File: config.mk
export PLATFORM = sky130hd
export DESIGN_NAME = controlUnit
export DESIGN_NICKNAME = d
export VERILOG_FILES = /design/src/design/controlPkg.sv /design/src/design/controlDecode.sv /design/src/design/controlUnit.sv /design/src/design/cycleSequencer.sv /design/src/design/irqSync.sv /design/src/design/statusFlags.sv
export SDC_FILE = /design/constraint.sdc
export NUM_CORES = 1
export LEC_CHECK = 0
export ABC_AREA = 1
export BUFFER_PORTS_ARGS = -buffer_cell sky130_fd_sc_hd__buf_4
export CAP_MARGIN = 20
export CORE_MARGIN = 2
export CORE_UTILIZATION = 50
export DETAILED_ROUTE_END_ITERATION = 10
export PLACE_DENSITY_LB_ADDON = 0.08
export SETUP_SLACK_MARGIN = 0.05
export SKIP_CTS_REPAIR_TIMING = 1
export SLEW_MARGIN = 10
export SYNTH_ARGS = -nofsm -noshare
export SYNTH_HDL_FRONTEND = slang
export SYNTH_HIERARCHICAL = 1
export SYNTH_SLANG_ARGS = --single-unit
export TNS_END_PERCENT = 30
File: constraint.sdc
create_clock -name Clock -period 3.1 [get_ports Clock]
set_input_delay 0.155 -clock Clock [delete_from_list [all_inputs] [get_ports Clock]]
set_output_delay 0.155 -clock Clock [all_outputs]
set_load 0.02 [all_outputs]
File: src/design/controlPkg.sv
// Control unit opcodes, state and selector enums, control structs and idle control words
package controlPkg;

   typedef enum logic [4:0] {
      ADD, ADDI, SUB, SUBI, CMP, AND, OR, XOR, NOT, LUI, LLI,
      LDW, STW, BRANCH, INTERRUPT
   } opcodeT;

   typedef enum logic [2:0] {BR, BNE, BE, BLT, BGE, BWL, RET, JMP} branchCodeT;

   typedef enum logic [2:0] {RETI, EI, DI} intCodeT;   // Cond field under INTERRUPT

   typedef enum logic [1:0] {fetch, execute, interrupt} majorStateT;

   typedef enum logic [2:0] {cycle0, cycle1, cycle2, cycle3, cycle4} subCycleT;

   typedef enum logic [3:0] {
      FnADD, FnSUB, FnAND, FnOR, FnXOR, FnNOT, FnLUI, FnLLI, FnINC, FnDEC
   } aluFnT;

   typedef enum logic       {Op1Rd1, Op1Pc} op1SelT;
   typedef enum logic [1:0] {Op2Imm, Op2Rd2, Op2Zero} op2SelT;
   typedef enum logic       {ImmLong, ImmShort} immSelT;
   typedef enum logic [1:0] {Pc1, PcAluOut, PcSysbus, PcInt} pcSelT;
   typedef enum logic       {WdAlu, WdSys} wdSelT;
   typedef enum logic       {RwRd, RwSp} rwSelT;                // RwSp for the stack pointer
   typedef enum logic [1:0] {Rs1Ra, Rs1Rd, Rs1Sp} rs1SelT;
   typedef enum logic       {LrSys, LrPc} lrSelT;

   typedef struct packed {
      opcodeT     opcode;
      logic [2:0] cond;                                          // Branch or interrupt code
   } instrT;

   typedef struct packed {
      logic z;
      logic n;
      logic v;
      logic c;
   } flagsT;

   typedef struct packed {
      majorStateT major;
      subCycleT   sub;
   } phaseT;

   typedef struct packed {
      aluFnT  aluOp;
      op1SelT op1Sel;
      op2SelT op2Sel;
      immSelT immSel;
      pcSelT  pcSel;
      wdSelT  wdSel;
      rwSelT  rwSel;
      rs1SelT rs1Sel;
      lrSelT  lrSel;
      logic   aluEn;
      logic   aluWe;
      logic   lrEn;
      logic   lrWe;
      logic   pcWe;
      logic   pcEn;
      logic   irWe;
      logic   regWe;
      logic   statusWe;
      logic   intEnable;
      logic   intDisable;
      logic   intClear;
      logic   leaveIsr;
   } datapathCtrlT;

   typedef struct packed {
      logic memEn;
      logic nWE;
      logic nOE;
      logic nME;
      logic enb;
      logic ale;
   } memCtrlT;

   localparam datapathCtrlT datapathIdle = '{
      aluOp: FnADD, op1Sel: Op1Rd1, op2Sel: Op2Imm, immSel: ImmLong, pcSel: Pc1,
      wdSel: WdAlu, rwSel: RwRd, rs1Sel: Rs1Ra, lrSel: LrSys, default: 1'b0
   };

   localparam memCtrlT memIdle = '{nME: 1'b1, default: 1'b0};   // Memory deselected

endpackage

File: src/design/controlDecode.sv
// Combinational decoder from phase and instruction to datapath and memory control words
`timescale 1ns/1ps

module controlDecode
   import controlPkg::*;
(
   input  phaseT        phase,
   input  instrT        instr,
   input  logic         branchTaken,
   output datapathCtrlT datapathCtrl,
   output memCtrlT      memCtrl
);

   opcodeT     opcode;
   branchCodeT branchCode;
   intCodeT    intCode;
   datapathCtrlT dp;
   memCtrlT      mem;

   assign opcode = instr.opcode;
   assign branchCode = branchCodeT'(instr.cond);
   assign intCode = intCodeT'(instr.cond);
   assign datapathCtrl = dp;
   assign memCtrl = mem;

   always_comb begin
      dp = datapathIdle;
      mem = memIdle;
      case (phase.major)
         fetch: begin
            case (phase.sub)
               cycle0: begin
                  mem = '{ale: 1'b1, nWE: 1'b1, nOE: 1'b1, nME: 1'b1, default: 1'b0};
                  dp.pcEn = 1'b1;              // Address from the PC
               end
               cycle1: mem = '{nME: 1'b0, nWE: 1'b1, memEn: 1'b1, default: 1'b0};
               cycle2: mem = '{nME: 1'b0, nWE: 1'b1, memEn: 1'b1, enb: 1'b1, default: 1'b0};
               default: begin
                  mem = '{nME: 1'b1, nWE: 1'b1, memEn: 1'b1, default: 1'b0};
                  dp.irWe = 1'b1;
               end
            endcase
         end
         execute: begin
            case (phase.sub)
               cycle0: begin
                  case (opcode)
                     ADD, ADDI, SUB, SUBI, CMP, AND, OR, XOR, NOT: begin
                        dp.pcEn = 1'b1;
                        dp.pcWe = 1'b1;
                        dp.statusWe = 1'b1;
                        dp.regWe = (opcode != CMP);   // Compare only sets flags
                        case (opcode)
                           SUB, SUBI, CMP: dp.aluOp = FnSUB;
                           AND:     dp.aluOp = FnAND;
                           OR:      dp.aluOp = FnOR;
                           XOR:     dp.aluOp = FnXOR;
                           NOT:     dp.aluOp = FnNOT;
                           default: dp.aluOp = FnADD;
                        endcase
                        if (opcode inside {ADDI, SUBI}) dp.immSel = ImmShort;
                        else if (opcode != NOT) dp.op2Sel = Op2Rd2;
                     end
                     LUI, LLI: begin
                        dp.aluOp = (opcode == LUI) ? FnLUI : FnLLI;
                        dp.rs1Sel = Rs1Rd;
                        dp.aluEn = 1'b1;
                        dp.regWe = 1'b1;
                        dp.pcWe = 1'b1;
                     end
                     LDW, STW: begin           // Address add before it goes out
                        dp.immSel = ImmShort;
                        dp.aluEn = 1'b1;
                        dp.aluWe = 1'b1;
                     end
                     BRANCH: begin
                        dp.pcWe = 1'b1;
                        case (branchCode)
                           RET: begin
                              dp.lrEn = 1'b1;
                              dp.pcSel = PcSysbus;
                           end
                           JMP: begin
                              dp.immSel = ImmShort;
                              dp.pcSel = PcAluOut;
                           end
                           default: begin      // PC relative target
                              dp.op1Sel = Op1Pc;
                              dp.aluEn = 1'b1;
                              if (branchTaken) dp.pcSel = PcAluOut;
                              if (branchTaken && branchCode == BWL) begin
                                 dp.lrWe = 1'b1;
                                 dp.lrSel = LrPc;
                              end
                           end
                        endcase
                     end
                     INTERRUPT: begin
                        case (intCode)
                           RETI: begin         // Stack pointer to the ALU
                              dp.rs1Sel = Rs1Sp;
                              dp.op2Sel = Op2Zero;
                              dp.immSel = ImmShort;
                              dp.aluEn = 1'b1;
                              dp.aluWe = 1'b1;
                           end
                           EI, DI: begin
                              dp.pcEn = 1'b1;
                              dp.pcWe = 1'b1;
                              dp.intEnable = (intCode == EI);
                              dp.intDisable = (intCode == DI);
                           end
                           default: ;
                        endcase
                     end
                     default: ;
                  endcase
               end
               cycle1: begin                   // Address phase
                  mem = '{ale: 1'b1, nWE: 1'b1, nOE: 1'b1, nME: 1'b1, default: 1'b0};
                  dp.aluEn = 1'b1;
                  if (opcode == INTERRUPT) begin
                     dp.rs1Sel = Rs1Sp;
                     dp.op2Sel = Op2Zero;
                  end else begin
                     dp.immSel = ImmShort;
                  end
               end
               cycle2: begin
                  mem = '{nME: 1'b0, nWE: 1'b1, memEn: (opcode != STW), nOE: (opcode != INTERRUPT),
                          default: 1'b0};
                  dp.op2Sel = Op2Zero;
                  dp.aluEn = 1'b1;
                  dp.aluWe = (opcode != INTERRUPT);
                  dp.rs1Sel = (opcode == INTERRUPT) ? Rs1Sp : Rs1Rd;   // Store data or stack
               end
               cycle3: begin
                  if (opcode == STW) begin     // Hold write data on the bus
                     mem = '{nME: 1'b0, nOE: 1'b1, default: 1'b0};
                     dp.aluEn = 1'b1;
                     dp.op2Sel = Op2Zero;
                  end else begin
                     mem = '{nME: 1'b0, memEn: 1'b1, enb: 1'b1, nWE: 1'b1, default: 1'b0};
                  end
               end
               default: begin
                  dp.pcWe = 1'b1;
                  case (opcode)
                     LDW: begin
                        mem = '{nME: 1'b1, nWE: 1'b1, memEn: 1'b1, default: 1'b0};
                        dp.wdSel = WdSys;
                        dp.regWe = 1'b1;
                     end
                     STW: begin
                        mem = '{nME: 1'b1, nOE: 1'b1, default: 1'b0};
                        dp.aluEn = 1'b1;
                        dp.op2Sel = Op2Zero;
                     end
                     default: begin            // RETI pops the PC and bumps the SP
                        mem = '{nME: 1'b1, nWE: 1'b1, memEn: 1'b1, default: 1'b0};
                        dp.pcSel = PcSysbus;
                        dp.rs1Sel = Rs1Sp;
                        dp.op2Sel = Op2Zero;
                        dp.aluOp = FnINC;
                        dp.rwSel = RwSp;
                        dp.regWe = 1'b1;
                        dp.leaveIsr = 1'b1;
                     end
                  endcase
               end
            endcase
         end
         default: begin
            case (phase.sub)
               cycle0: begin                   // Pre-decrement the stack pointer
                  dp.rs1Sel = Rs1Sp;
                  dp.aluOp = FnDEC;
                  dp.op2Sel = Op2Zero;
                  dp.rwSel = RwSp;
                  dp.regWe = 1'b1;
                  dp.aluWe = 1'b1;
                  dp.aluEn = 1'b1;
               end
               cycle1: begin
                  mem = '{ale: 1'b1, nWE: 1'b1, nOE: 1'b1, nME: 1'b1, default: 1'b0};
                  dp.rs1Sel = Rs1Sp;
                  dp.aluOp = FnDEC;
                  dp.op2Sel = Op2Zero;
                  dp.aluEn = 1'b1;
               end
               cycle2: begin
                  mem = '{nME: 1'b0, nWE: 1'b1, nOE: 1'b1, default: 1'b0};
                  dp.op2Sel = Op2Zero;
                  dp.aluEn = 1'b1;
               end
               cycle3: begin                   // Return address on the bus
                  mem = '{nME: 1'b0, nOE: 1'b1, default: 1'b0};
                  dp.pcEn = 1'b1;
               end
               default: begin
                  mem = '{nME: 1'b1, nOE: 1'b1, default: 1'b0};
                  dp.pcEn = 1'b1;
                  dp.pcSel = PcInt;
                  dp.pcWe = 1'b1;
                  dp.intClear = 1'b1;
               end
            endcase
         end
      endcase
      assert (!(dp.pcWe && dp.irWe));          // The PC never moves under an IR load
   end

endmodule

File: src/design/controlUnit.sv
// Control unit top level joining the interrupt, flag, sequencer and decoder blocks
`timescale 1ns/1ps

module controlUnit
   import controlPkg::*;
#(
   parameter int SyncStages = 2
) (
   input  logic         Clock,
   input  logic         nReset,
   input  instrT        instr,
   input  flagsT        aluFlags,
   input  logic         nWait,
   input  logic         nIRQ,
   output datapathCtrlT datapathCtrl,
   output memCtrlT      memCtrl,
   output logic         carryFlag
);

   logic  intReq;
   logic  enterIsr;
   logic  branchTaken;
   phaseT phase;

   irqSync #(.SyncStages(SyncStages)) u_irqSync (
      .Clock      (Clock),
      .nReset     (nReset),
      .nIRQ       (nIRQ),
      .intEnable  (datapathCtrl.intEnable),
      .intDisable (datapathCtrl.intDisable),
      .intClear   (datapathCtrl.intClear),
      .enterIsr   (enterIsr),
      .leaveIsr   (datapathCtrl.leaveIsr),    // RETI done
      .intReq     (intReq)
   );

   statusFlags u_statusFlags (
      .Clock       (Clock),
      .nReset      (nReset),
      .aluFlags    (aluFlags),
      .statusWe    (datapathCtrl.statusWe),
      .instr       (instr),
      .branchTaken (branchTaken),
      .carryFlag   (carryFlag)
   );

   cycleSequencer u_cycleSequencer (
      .Clock    (Clock),
      .nReset   (nReset),
      .instr    (instr),
      .nWait    (nWait),
      .intReq   (intReq),
      .phase    (phase),
      .enterIsr (enterIsr)
   );

   controlDecode u_controlDecode (
      .phase        (phase),
      .instr        (instr),
      .branchTaken  (branchTaken),
      .datapathCtrl (datapathCtrl),
      .memCtrl      (memCtrl)
   );

endmodule

File: src/design/cycleSequencer.sv
// Major state and sub-cycle sequencer with memory wait stalls
`timescale 1ns/1ps

module cycleSequencer
   import controlPkg::*;
(
   input  logic  Clock,
   input  logic  nReset,
   input  instrT instr,
   input  logic  nWait,
   input  logic  intReq,
   output phaseT phase,
   output logic  enterIsr
);

   logic       multiCycle;   // LDW, STW and RETI use the memory path
   majorStateT afterInstr;
   subCycleT   nextSub;

   assign multiCycle = (instr.opcode inside {LDW, STW}) ||
                       (instr.opcode == INTERRUPT && intCodeT'(instr.cond) == RETI);
   assign afterInstr = intReq ? interrupt : fetch;
   assign nextSub = subCycleT'(phase.sub + 3'd1);
   assign enterIsr = (phase.major == interrupt) && (phase.sub == cycle0);

   always_ff @(posedge Clock or negedge nReset) begin
      if (!nReset) begin
         phase <= '{major: fetch, sub: cycle0};
      end else begin
         case (phase.major)
            fetch: begin
               if (phase.sub == cycle3) begin
                  phase <= '{major: execute, sub: cycle0};
               end else if (phase.sub != cycle2 || nWait) begin   // Instruction read stall
                  phase.sub <= nextSub;
               end
            end
            execute: begin
               if ((phase.sub == cycle0 && !multiCycle) || phase.sub == cycle4) begin
                  phase <= '{major: afterInstr, sub: cycle0};
               end else if (phase.sub != cycle3 || nWait) begin   // Data setup stall
                  phase.sub <= nextSub;
               end
            end
            default: begin
               // Entry always runs five cycles
               if (phase.sub == cycle4) begin
                  phase <= '{major: fetch, sub: cycle0};
               end else begin
                  phase.sub <= nextSub;
               end
            end
         endcase
      end
   end

   fetchNoCycle4: assert property (@(posedge Clock) disable iff (!nReset)
      phase.major == fetch |-> phase.sub != cycle4);

endmodule

File: src/design/irqSync.sv
// Interrupt request synchroniser, pending latch, in-service flag and enable flag
`timescale 1ns/1ps

module irqSync #(
   parameter int SyncStages = 2
) (
   input  logic Clock,
   input  logic nReset,
   input  logic nIRQ,
   input  logic intEnable,
   input  logic intDisable,
   input  logic intClear,
   input  logic enterIsr,
   input  logic leaveIsr,
   output logic intReq
);

   logic [SyncStages-1:0] irqChain;   // Active high request, oldest at the top
   logic                  syncLevel;
   logic                  levelDly;   // For the rising edge
   logic                  pending;
   logic                  inIsr;
   logic                  enabled;

   assign syncLevel = irqChain[SyncStages-1];
   assign intReq = pending & enabled;

   always_ff @(posedge Clock or negedge nReset) begin
      if (!nReset) begin
         irqChain <= '0;
         levelDly <= 1'b0;
         pending <= 1'b0;
         inIsr <= 1'b0;
         enabled <= 1'b0;
      end else begin
         irqChain <= {irqChain[SyncStages-2:0], ~nIRQ};
         levelDly <= syncLevel;
         // A fresh edge may nest, a held level only counts outside the ISR
         pending <= (syncLevel & ~inIsr) | (syncLevel & ~levelDly) | (pending & ~intClear);
         if (enterIsr) inIsr <= 1'b1;
         else if (leaveIsr) inIsr <= 1'b0;
         if (intEnable) enabled <= 1'b1;     // EI
         else if (intDisable) enabled <= 1'b0;   // DI
      end
   end

   enableDisableExclusive: assert property (@(posedge Clock) disable iff (!nReset)
      !(intEnable && intDisable));

endmodule

File: src/design/statusFlags.sv
// Status flag register and branch condition evaluator
`timescale 1ns/1ps

module statusFlags
   import controlPkg::*;
(
   input  logic  Clock,
   input  logic  nReset,
   input  flagsT aluFlags,
   input  logic  statusWe,
   input  instrT instr,
   output logic  branchTaken,
   output logic  carryFlag
);

   flagsT      statusReg;
   branchCodeT branchCode;

   assign branchCode = branchCodeT'(instr.cond);
   assign carryFlag = statusReg.c;

   always_ff @(posedge Clock or negedge nReset) begin
      if (!nReset) begin
         statusReg <= '0;
      end else if (statusWe) begin
         statusReg <= aluFlags;
      end
   end

   always_comb begin
      case (branchCode)
         BR, BWL: branchTaken = 1'b1;
         BNE:     branchTaken = ~statusReg.z;
         BE:      branchTaken = statusReg.z;
         BLT:     branchTaken = statusReg.n ^ statusReg.v;    // Signed less than
         BGE:     branchTaken = ~(statusReg.n ^ statusReg.v);
         default: branchTaken = 1'b0;                         // RET and JMP decoded apart
      endcase
   end

endmodule

==> summary.txt, run 1 <==
Run status
  – Outcome: complete, no violations

Power and ir drop
  – Maximum VDD drop: 0.489 mV
  – LEAKAGE: 1.31 nW
  – Pwr Total: 1.92 mW
  – Pwr dens: 857 mW/mm^2

Routing
  – WL met3: 292 microns
  – Wire per inst: 12.5 microns
  – DRT iter0 DRCs: 157
  – Met1 Wirelength: 2.19 mm
  – Vias per cell: 5.23
  – Via count: 2093
  – Max layer used: met4
  – Routed Antenna Nets: 0
  – Met2 routed WL: 2.47 mm
  – Routed WL: 5.02 mm
  – Initial DRT Pass Iterations: 5
  – Residual DRC: 0

Finish
  – Cell area after layout: 0.00224 sq mm
  – Area Overhead vs Synth: 23.4%
  – Layout cell share with drive strength beyond 1: 0.229
  – ANT cells: 0
  – Fin nets: 376

Timing
  – Fin crit share: 0.750
  – Max Fclk: 0.430 GHz
  – Setup TNS: 0 ns
  – Hold Worst Slack: 0.0898 ns
  – Hold Violations, Final: 0
  – Actual slew at the worst max-slew pin: 0.560 ns
  – Tmin final: 2.32 ns
  – RSZ-0062 raised after global routing: false
  – Max-slew headroom: 0.626
  – Setup violators final: 0
  – Final WS setup: 0.775 ns
  – Setup skew after layout: 0.00287 ns
  – Slew Viols, Final: 0

Synthesis
  – Share of the synthesized area in the top cell type: 0.207
  – Mapped Cells: 303
  – Synth warn: 6
  – Commonest register cell after synthesis: dfrtp_1
  – Yosys cell types: 34
  – Dominant cell type by area after synthesis: dfrtp_1
  – Synth Area per Inst: 5.99 sq um
  – Yosys reg bits: 15
  – Syn nets: 324
  – Asr flop ratio synth: 1.00
  – Synth cell count leaders: nand2_1, inv_1, nor2_1, nand3_1
  – EDFF count, synth: 0
  – Seq/Total Area, Yosys: 0.207
  – Synth top area cells: dfrtp_1, nand2_1, inv_1
  – Cell Area, Synth: 0.00181 sq mm
  – Most common cell in the netlist: nand2_1

Clock network
  – Reg clk slew, reported paths: 0.08 ns
  – Clock latency on the worst-skew pair: 0.27 ns
  – Clock tree sinks: 15
  – Root Driver: clkbuf_4
  – CTS Buf Count: 3
  – Max Root-Sink Buffers: 2
  – CTS tree: yes
  – Htree depth: 1

Placed design
  – Port buffer count: 50
  – Placed Area: 0.00219 sq mm
  – Pre-CTS setup slack: 1.02 ns
  – Post-DP HPWL: 4.15 mm
  – Routability cong.: 0.986

Floorplan
  – Std-Cell Rows: 21
  – Die area: 0.00413 sq mm
  – Chip width: 64.2 microns
  – Num ports: 51
  – Die Span Y: 64.2 microns
  – CORE AREA: 0.00342 sq mm
  – Initial Util: 0.531

Global routing
  – Largest net degree at the start of global routing: 16
  – Antenna violations before repair: 0
  – GRT Total Usage: 0.261
  – First-pass GRT wire length: 8.78 mm
  – GRT Residual Overflow: 0
  – Vias in the first global route: 1967

Worst setup path
  – WP data required: 2.94 ns
  – WP data arrival: 2.17 ns
  – Worst-path fanout max: 15
  – Crit start category: flop
  – Critical path class: reg2out
  – Worst R2R Start: u_cycleSequencer/phase[2]$_DFFE_PN0P_
  – Critical Path End Type: primary output
  – FF-to-FF setup slack: 0.99 ns
  – Reg-to-Reg End: u_statusFlags/carryFlag$_DFFE_PN0P_
  – Reg2Reg Depth: 6

Hold path
  – WHS Endpoint: u_statusFlags/statusReg[1]$_DFFE_PN0P_
  – Worst min-delay path class: in2reg
  – Hold path start: aluFlags[1]
  – Hold path depth: 3

Flow run
  – Maxcap violations: 0
[worst max-delay path by stage]
stage	startpoint	endpoint	slack (ns)
2_1_floorplan	u_cycleSequencer/phase[2]$_DFFE_PN0P_	u_statusFlags/carryFlag$_DFFE_PN0P_	1.07
3_3_place_gp	u_cycleSequencer/phase[2]$_DFFE_PN0P_	u_statusFlags/carryFlag$_DFFE_PN0P_	1.07
3_5_place_dp	u_cycleSequencer/phase[2]$_DFFE_PN0P_	u_statusFlags/carryFlag$_DFFE_PN0P_	1.02
4_1_cts	u_cycleSequencer/phase[2]$_DFFE_PN0P_	datapathCtrl[4]	0.77
5_1_grt	u_cycleSequencer/phase[2]$_DFFE_PN0P_	datapathCtrl[4]	0.53
6_report	u_cycleSequencer/phase[2]$_DFFE_PN0P_	datapathCtrl[4]	0.78
[placed cells by master, fill, tap and decap left out, types with 2 or more instances in the layout]
| master | Yosys | routed |
|---|---|---|
| nor3_2 | 2 | 2 |
| dlygate4sd3_1 | 0 | 2 |
| nor2_4 | 4 | 4 |
| o21bai_1 | 3 | 3 |
| clkbuf_4 | 0 | 3 |
| buf_4 | 1 | 50 |
| nand3_1 | 26 | 26 |
| o22ai_1 | 2 | 2 |
| ha_1 | 5 | 5 |
| nand3_2 | 4 | 4 |
| a21oi_1 | 9 | 9 |
| nand2_1 | 94 | 94 |
| inv_1 | 57 | 57 |
| nand2_2 | 4 | 4 |
| o21ai_1 | 3 | 3 |
| dfrtp_1 | 15 | 15 |
| nor2_1 | 27 | 27 |
| o21bai_2 | 2 | 2 |
| a31oi_1 | 3 | 3 |
| o21ai_0 | 15 | 15 |
| inv_2 | 5 | 5 |
| nand4_1 | 5 | 5 |
| nor3_1 | 2 | 2 |
[cell type report]
cell class	instances	area (sq um)
sequential	15	375
timing repair buffer	52	395
fill	341	1180
clock inverter	1	5.00
multi-input combinational	221	1150
inverter	62	233
clock buffer	3	22.5
tap	46	57.6
[cells by family after synthesis]
| group | count (synthesis) | share of synthesized area |
|---|---|---|
| buf+inv | 67 | 0.159 |
| simple gates | 173 | 0.450 |
| fa+ha+maj | 5 | 0.0345 |
| mux | 1 | 0.00827 |
| flops | 15 | 0.207 |
| compound gates | 42 | 0.141 |
[worst max-delay path: stages (launching register included)]
cell     delay, ns
dfrtp_1       0.57
nor2_4        0.24
nand2_4       0.09
inv_2         0.18
nand2_1       0.11
nor2_1        0.45
buf_4         0.24
[per-layer routing]
| metal | vias up | GRT usage |
|---|---|---|
| met5 | - | 0 |
| met4 | 0 | 0.0638 |
| met3 | 11 | 0.0141 |
| met2 | 90 | 0.474 |
| met1 | 932 | 0.338 |
| li1 | 1060 | - |
[through the flow]
| stage | std cells | utilization |
|---|---|---|
| 2_1_floorplan | 303 | - |
| 4_1_cts | 398 | 0.649 |
| 5_1_grt | 400 | 0.655 |
| 3_5_place_dp | 394 | 0.641 |
| 3_3_place_gp | 394 | 0.641 |
| 6_report | 400 | 0.655 |
[where the power goes]
part | internal [mW] | switching, mW
logic | 0.529 | 0.907
clock network | 0.0477 | 0.0558
registers | 0.266 | 0.113
[flip-flops by register name, summed over array words and instances (netlist names)]
name                     flops
u_cycleSequencer/phase       5
u_irqSync/levelDly           1
u_irqSync/pending            1
u_irqSync/enabled            1
u_irqSync/irqChain           2
u_statusFlags/carryFlag      1
u_irqSync/inIsr              1
u_statusFlags/statusReg      3
(Power assumes the default switching activity.)
==> inputs of run 2 (changes only) <==
==> constraint.sdc (replaced) <==
create_clock -name Clock -period 2.3 [get_ports Clock]
set_input_delay 0.115 -clock Clock [delete_from_list [all_inputs] [get_ports Clock]]
set_output_delay 0.115 -clock Clock [all_outputs]
set_load 0.02 [all_outputs]
==> run 2 against run 1 <==
Via count rose by 0.72%; final area rose by 1.3%; critical path depth fell by 2; setup slack got worse by 0.54 ns; first-iteration DRC count rose by 78%; clock skew rose by 0.0020 ns.
==> summary.txt, run 2 (same netlist as run 1, synthesis figures left out) <==
Timing
  – Setup violators final: 0 (unchanged)
  – RSZ-0062 raised after global routing: false
  – Max-slew headroom: 0.645 (+0.0197)
  – Setup TNS: 0 ns (unchanged)
  – Actual slew at the worst max-slew pin: 0.532 ns (-0.0275 ns)
  – Slew Viols, Final: 0 (unchanged)
  – Setup skew after layout: 0.00492 ns (+0.00205 ns)
  – Max Fclk: 0.484 GHz
  – Fin crit share: 0.898
  – Tmin final: 2.07 ns
  – Hold Worst Slack: 0.0630 ns (-0.0268 ns)
  – Hold Violations, Final: 0 (unchanged)

Worst setup path
  – WP data required: 2.18 ns (-0.76 ns)
  – WP data arrival: 1.95 ns (-0.22 ns)
  – Critical Path End Type: primary output
  – Critical path class: reg2out
  – Worst-path fanout max: 13 (-2)
  – Crit start category: flop

Routing
  – Routed WL: 5.16 mm (+2.8%)
  – Initial DRT Pass Iterations: 6 (+1)
  – Vias per cell: 5.22 (-0.28%)
  – Residual DRC: 0 (unchanged)
  – Routed Antenna Nets: 0 (unchanged)
  – Wire per inst: 12.8 microns (+1.8%)
  – Via count: 2108 (+0.72%)
  – DRT iter0 DRCs: 280 (+78%)

Placed design
  – Placed Area: 0.00222 sq mm (+1.4%)
  – Routability cong.: 1.05 (+6.5%)
  – Post-DP HPWL: 4.21 mm (+1.7%)
  – Placed insts: 398 (+1.0%)
  – Port buffer count: 50 (unchanged)

Clock network
  – Htree depth: 1 (unchanged)
  – Max Root-Sink Buffers: 2 (unchanged)
  – Reg clk slew, reported paths: 0.08 ns (about the same)
  – CTS tree: yes
  – Root Driver: clkbuf_4
  – Clock tree sinks: 15 (unchanged)
  – Clock latency on the worst-skew pair: 0.27 ns (about the same)
  – CTS Buf Count: 3 (unchanged)

Global routing
  – GRT Residual Overflow: 0 (unchanged)
  – Antenna violations before repair: 0 (unchanged)
  – GRT Total Usage: 0.261 (-0.000274)
  – First-pass GRT wire length: 8.71 mm (-0.79%)
  – Vias in the first global route: 1958 (-0.46%)
  – Largest net degree at the start of global routing: 16 (unchanged)

Floorplan
  – Initial Util: 0.531 (unchanged)
  – CORE AREA: 0.00342 sq mm (unchanged)
  – Std-Cell Rows: 21 (unchanged)
  – Die Span Y: 64.2 microns (unchanged)
  – Die area: 0.00413 sq mm (unchanged)
  – Num ports: 51 (unchanged)
  – Chip width: 64.2 microns (unchanged)

Finish
  – Area Overhead vs Synth: 25.0%
  – Fin nets: 380 (+1.1%)
  – Largest register FFs: 5 (unchanged)
  – Commonest non-fill, non-tap cells in the layout: nand2_1, inv_1, buf_4
  – Layout cell share with drive strength beyond 1: 0.235 (+0.00582)
  – Biggest regs: u_cycleSequencer/phase: 5 flops, u_statusFlags/statusReg: 3 flops, u_irqSync/irqChain: 2 flops
  – ANT cells: 0 (unchanged)
  – Largest reg by FF count: u_cycleSequencer/phase
  – Commonest non-fill, non-tap cell in the layout: nand2_1
  – Finished Layout Cells: 404 (+1.0%)
  – Cell area after layout: 0.00227 sq mm (+1.3%)

Run status
  – Outcome: complete, no violations

Power and ir drop
  – Pwr dens: 1160 mW/mm^2 (+36%)
  – LEAKAGE: 1.33 nW (+1.4%)
  – Maximum VDD drop: 0.709 mV (+45%)

Hold path
  – Worst min-delay path class: in2reg

Flow run
  – Maxcap violations: 0 (unchanged)
## run 2: cell count changes in the layout (fill, tap and decap cells not counted), sizes merged
cell / change
clkinv: -1
buf: +4
clkbuf: +1
## run 2: metal layers
metal	vias up	share of wire	track usage
li1	1069	-	-
met4	0	0.0099	0.0559
met2	98	0.49	0.469
met5	-	0	0
met1	935	0.44	0.347
met3	6	0.057	0.0106
## run 2: final cells by class
type	count	area [sq um]
multi-input combinational	221	1150
fill	336	1150
timing repair buffer	56	425
sequential	15	375
inverter	62	233
tap	46	57.6
clock buffer	4	26.3
## run 2: power breakdown
| group | leakage (nW) | switching, mW | internal, mW |
|---|---|---|---|
| clock network | 0.0150 | 0.0742 | 0.0671 |
| registers | 0.172 | 0.128 | 0.359 |
| logic | 1.14 | 1.27 | 0.738 |
| total | 1.33 | 1.47 | 1.16 |
## run 2: metrics by stage
stage	util	total power [mW]	setup slack, ns
after floorplan	-	1.84	0.274
after global placement	0.650	2.47	0.430
after detailed placement	0.650	2.48	0.467
after CTS	0.658	2.62	0.272
after global routing	0.664	2.88	0.166
final	0.664	2.64	0.234
## run 2: final timing paths
kind	start	endpoint	slack, ns	cells past startpoint
worst max-delay path	u_cycleSequencer/phase[4]$_DFFE_PN0P_	memCtrl[1]	0.23	4
worst min-delay path	aluFlags[3]	u_statusFlags/statusReg[3]$_DFFE_PN0P_	0.06	3
worst max register to register	u_cycleSequencer/phase[1]$_DFFE_PN0P_	u_statusFlags/carryFlag$_DFFE_PN0P_	0.39	7
worst min register to register	u_irqSync/irqChain[0]$_DFF_PN0_	u_irqSync/irqChain[1]$_DFF_PN0_	0.38	0
max in group asynchronous	nReset	u_irqSync/irqChain[1]$_DFF_PN0_	1.90	2
min in group asynchronous	nReset	u_irqSync/levelDly$_DFF_PN0_	0.23	2
## run 2: worst max-delay path, cell delays in order (launching register included)
cell and delay (ns):
dfrtp_1 0.58, nor2_8 0.24, nand2_1 0.20, o32ai_1 0.44
buf_4 0.22
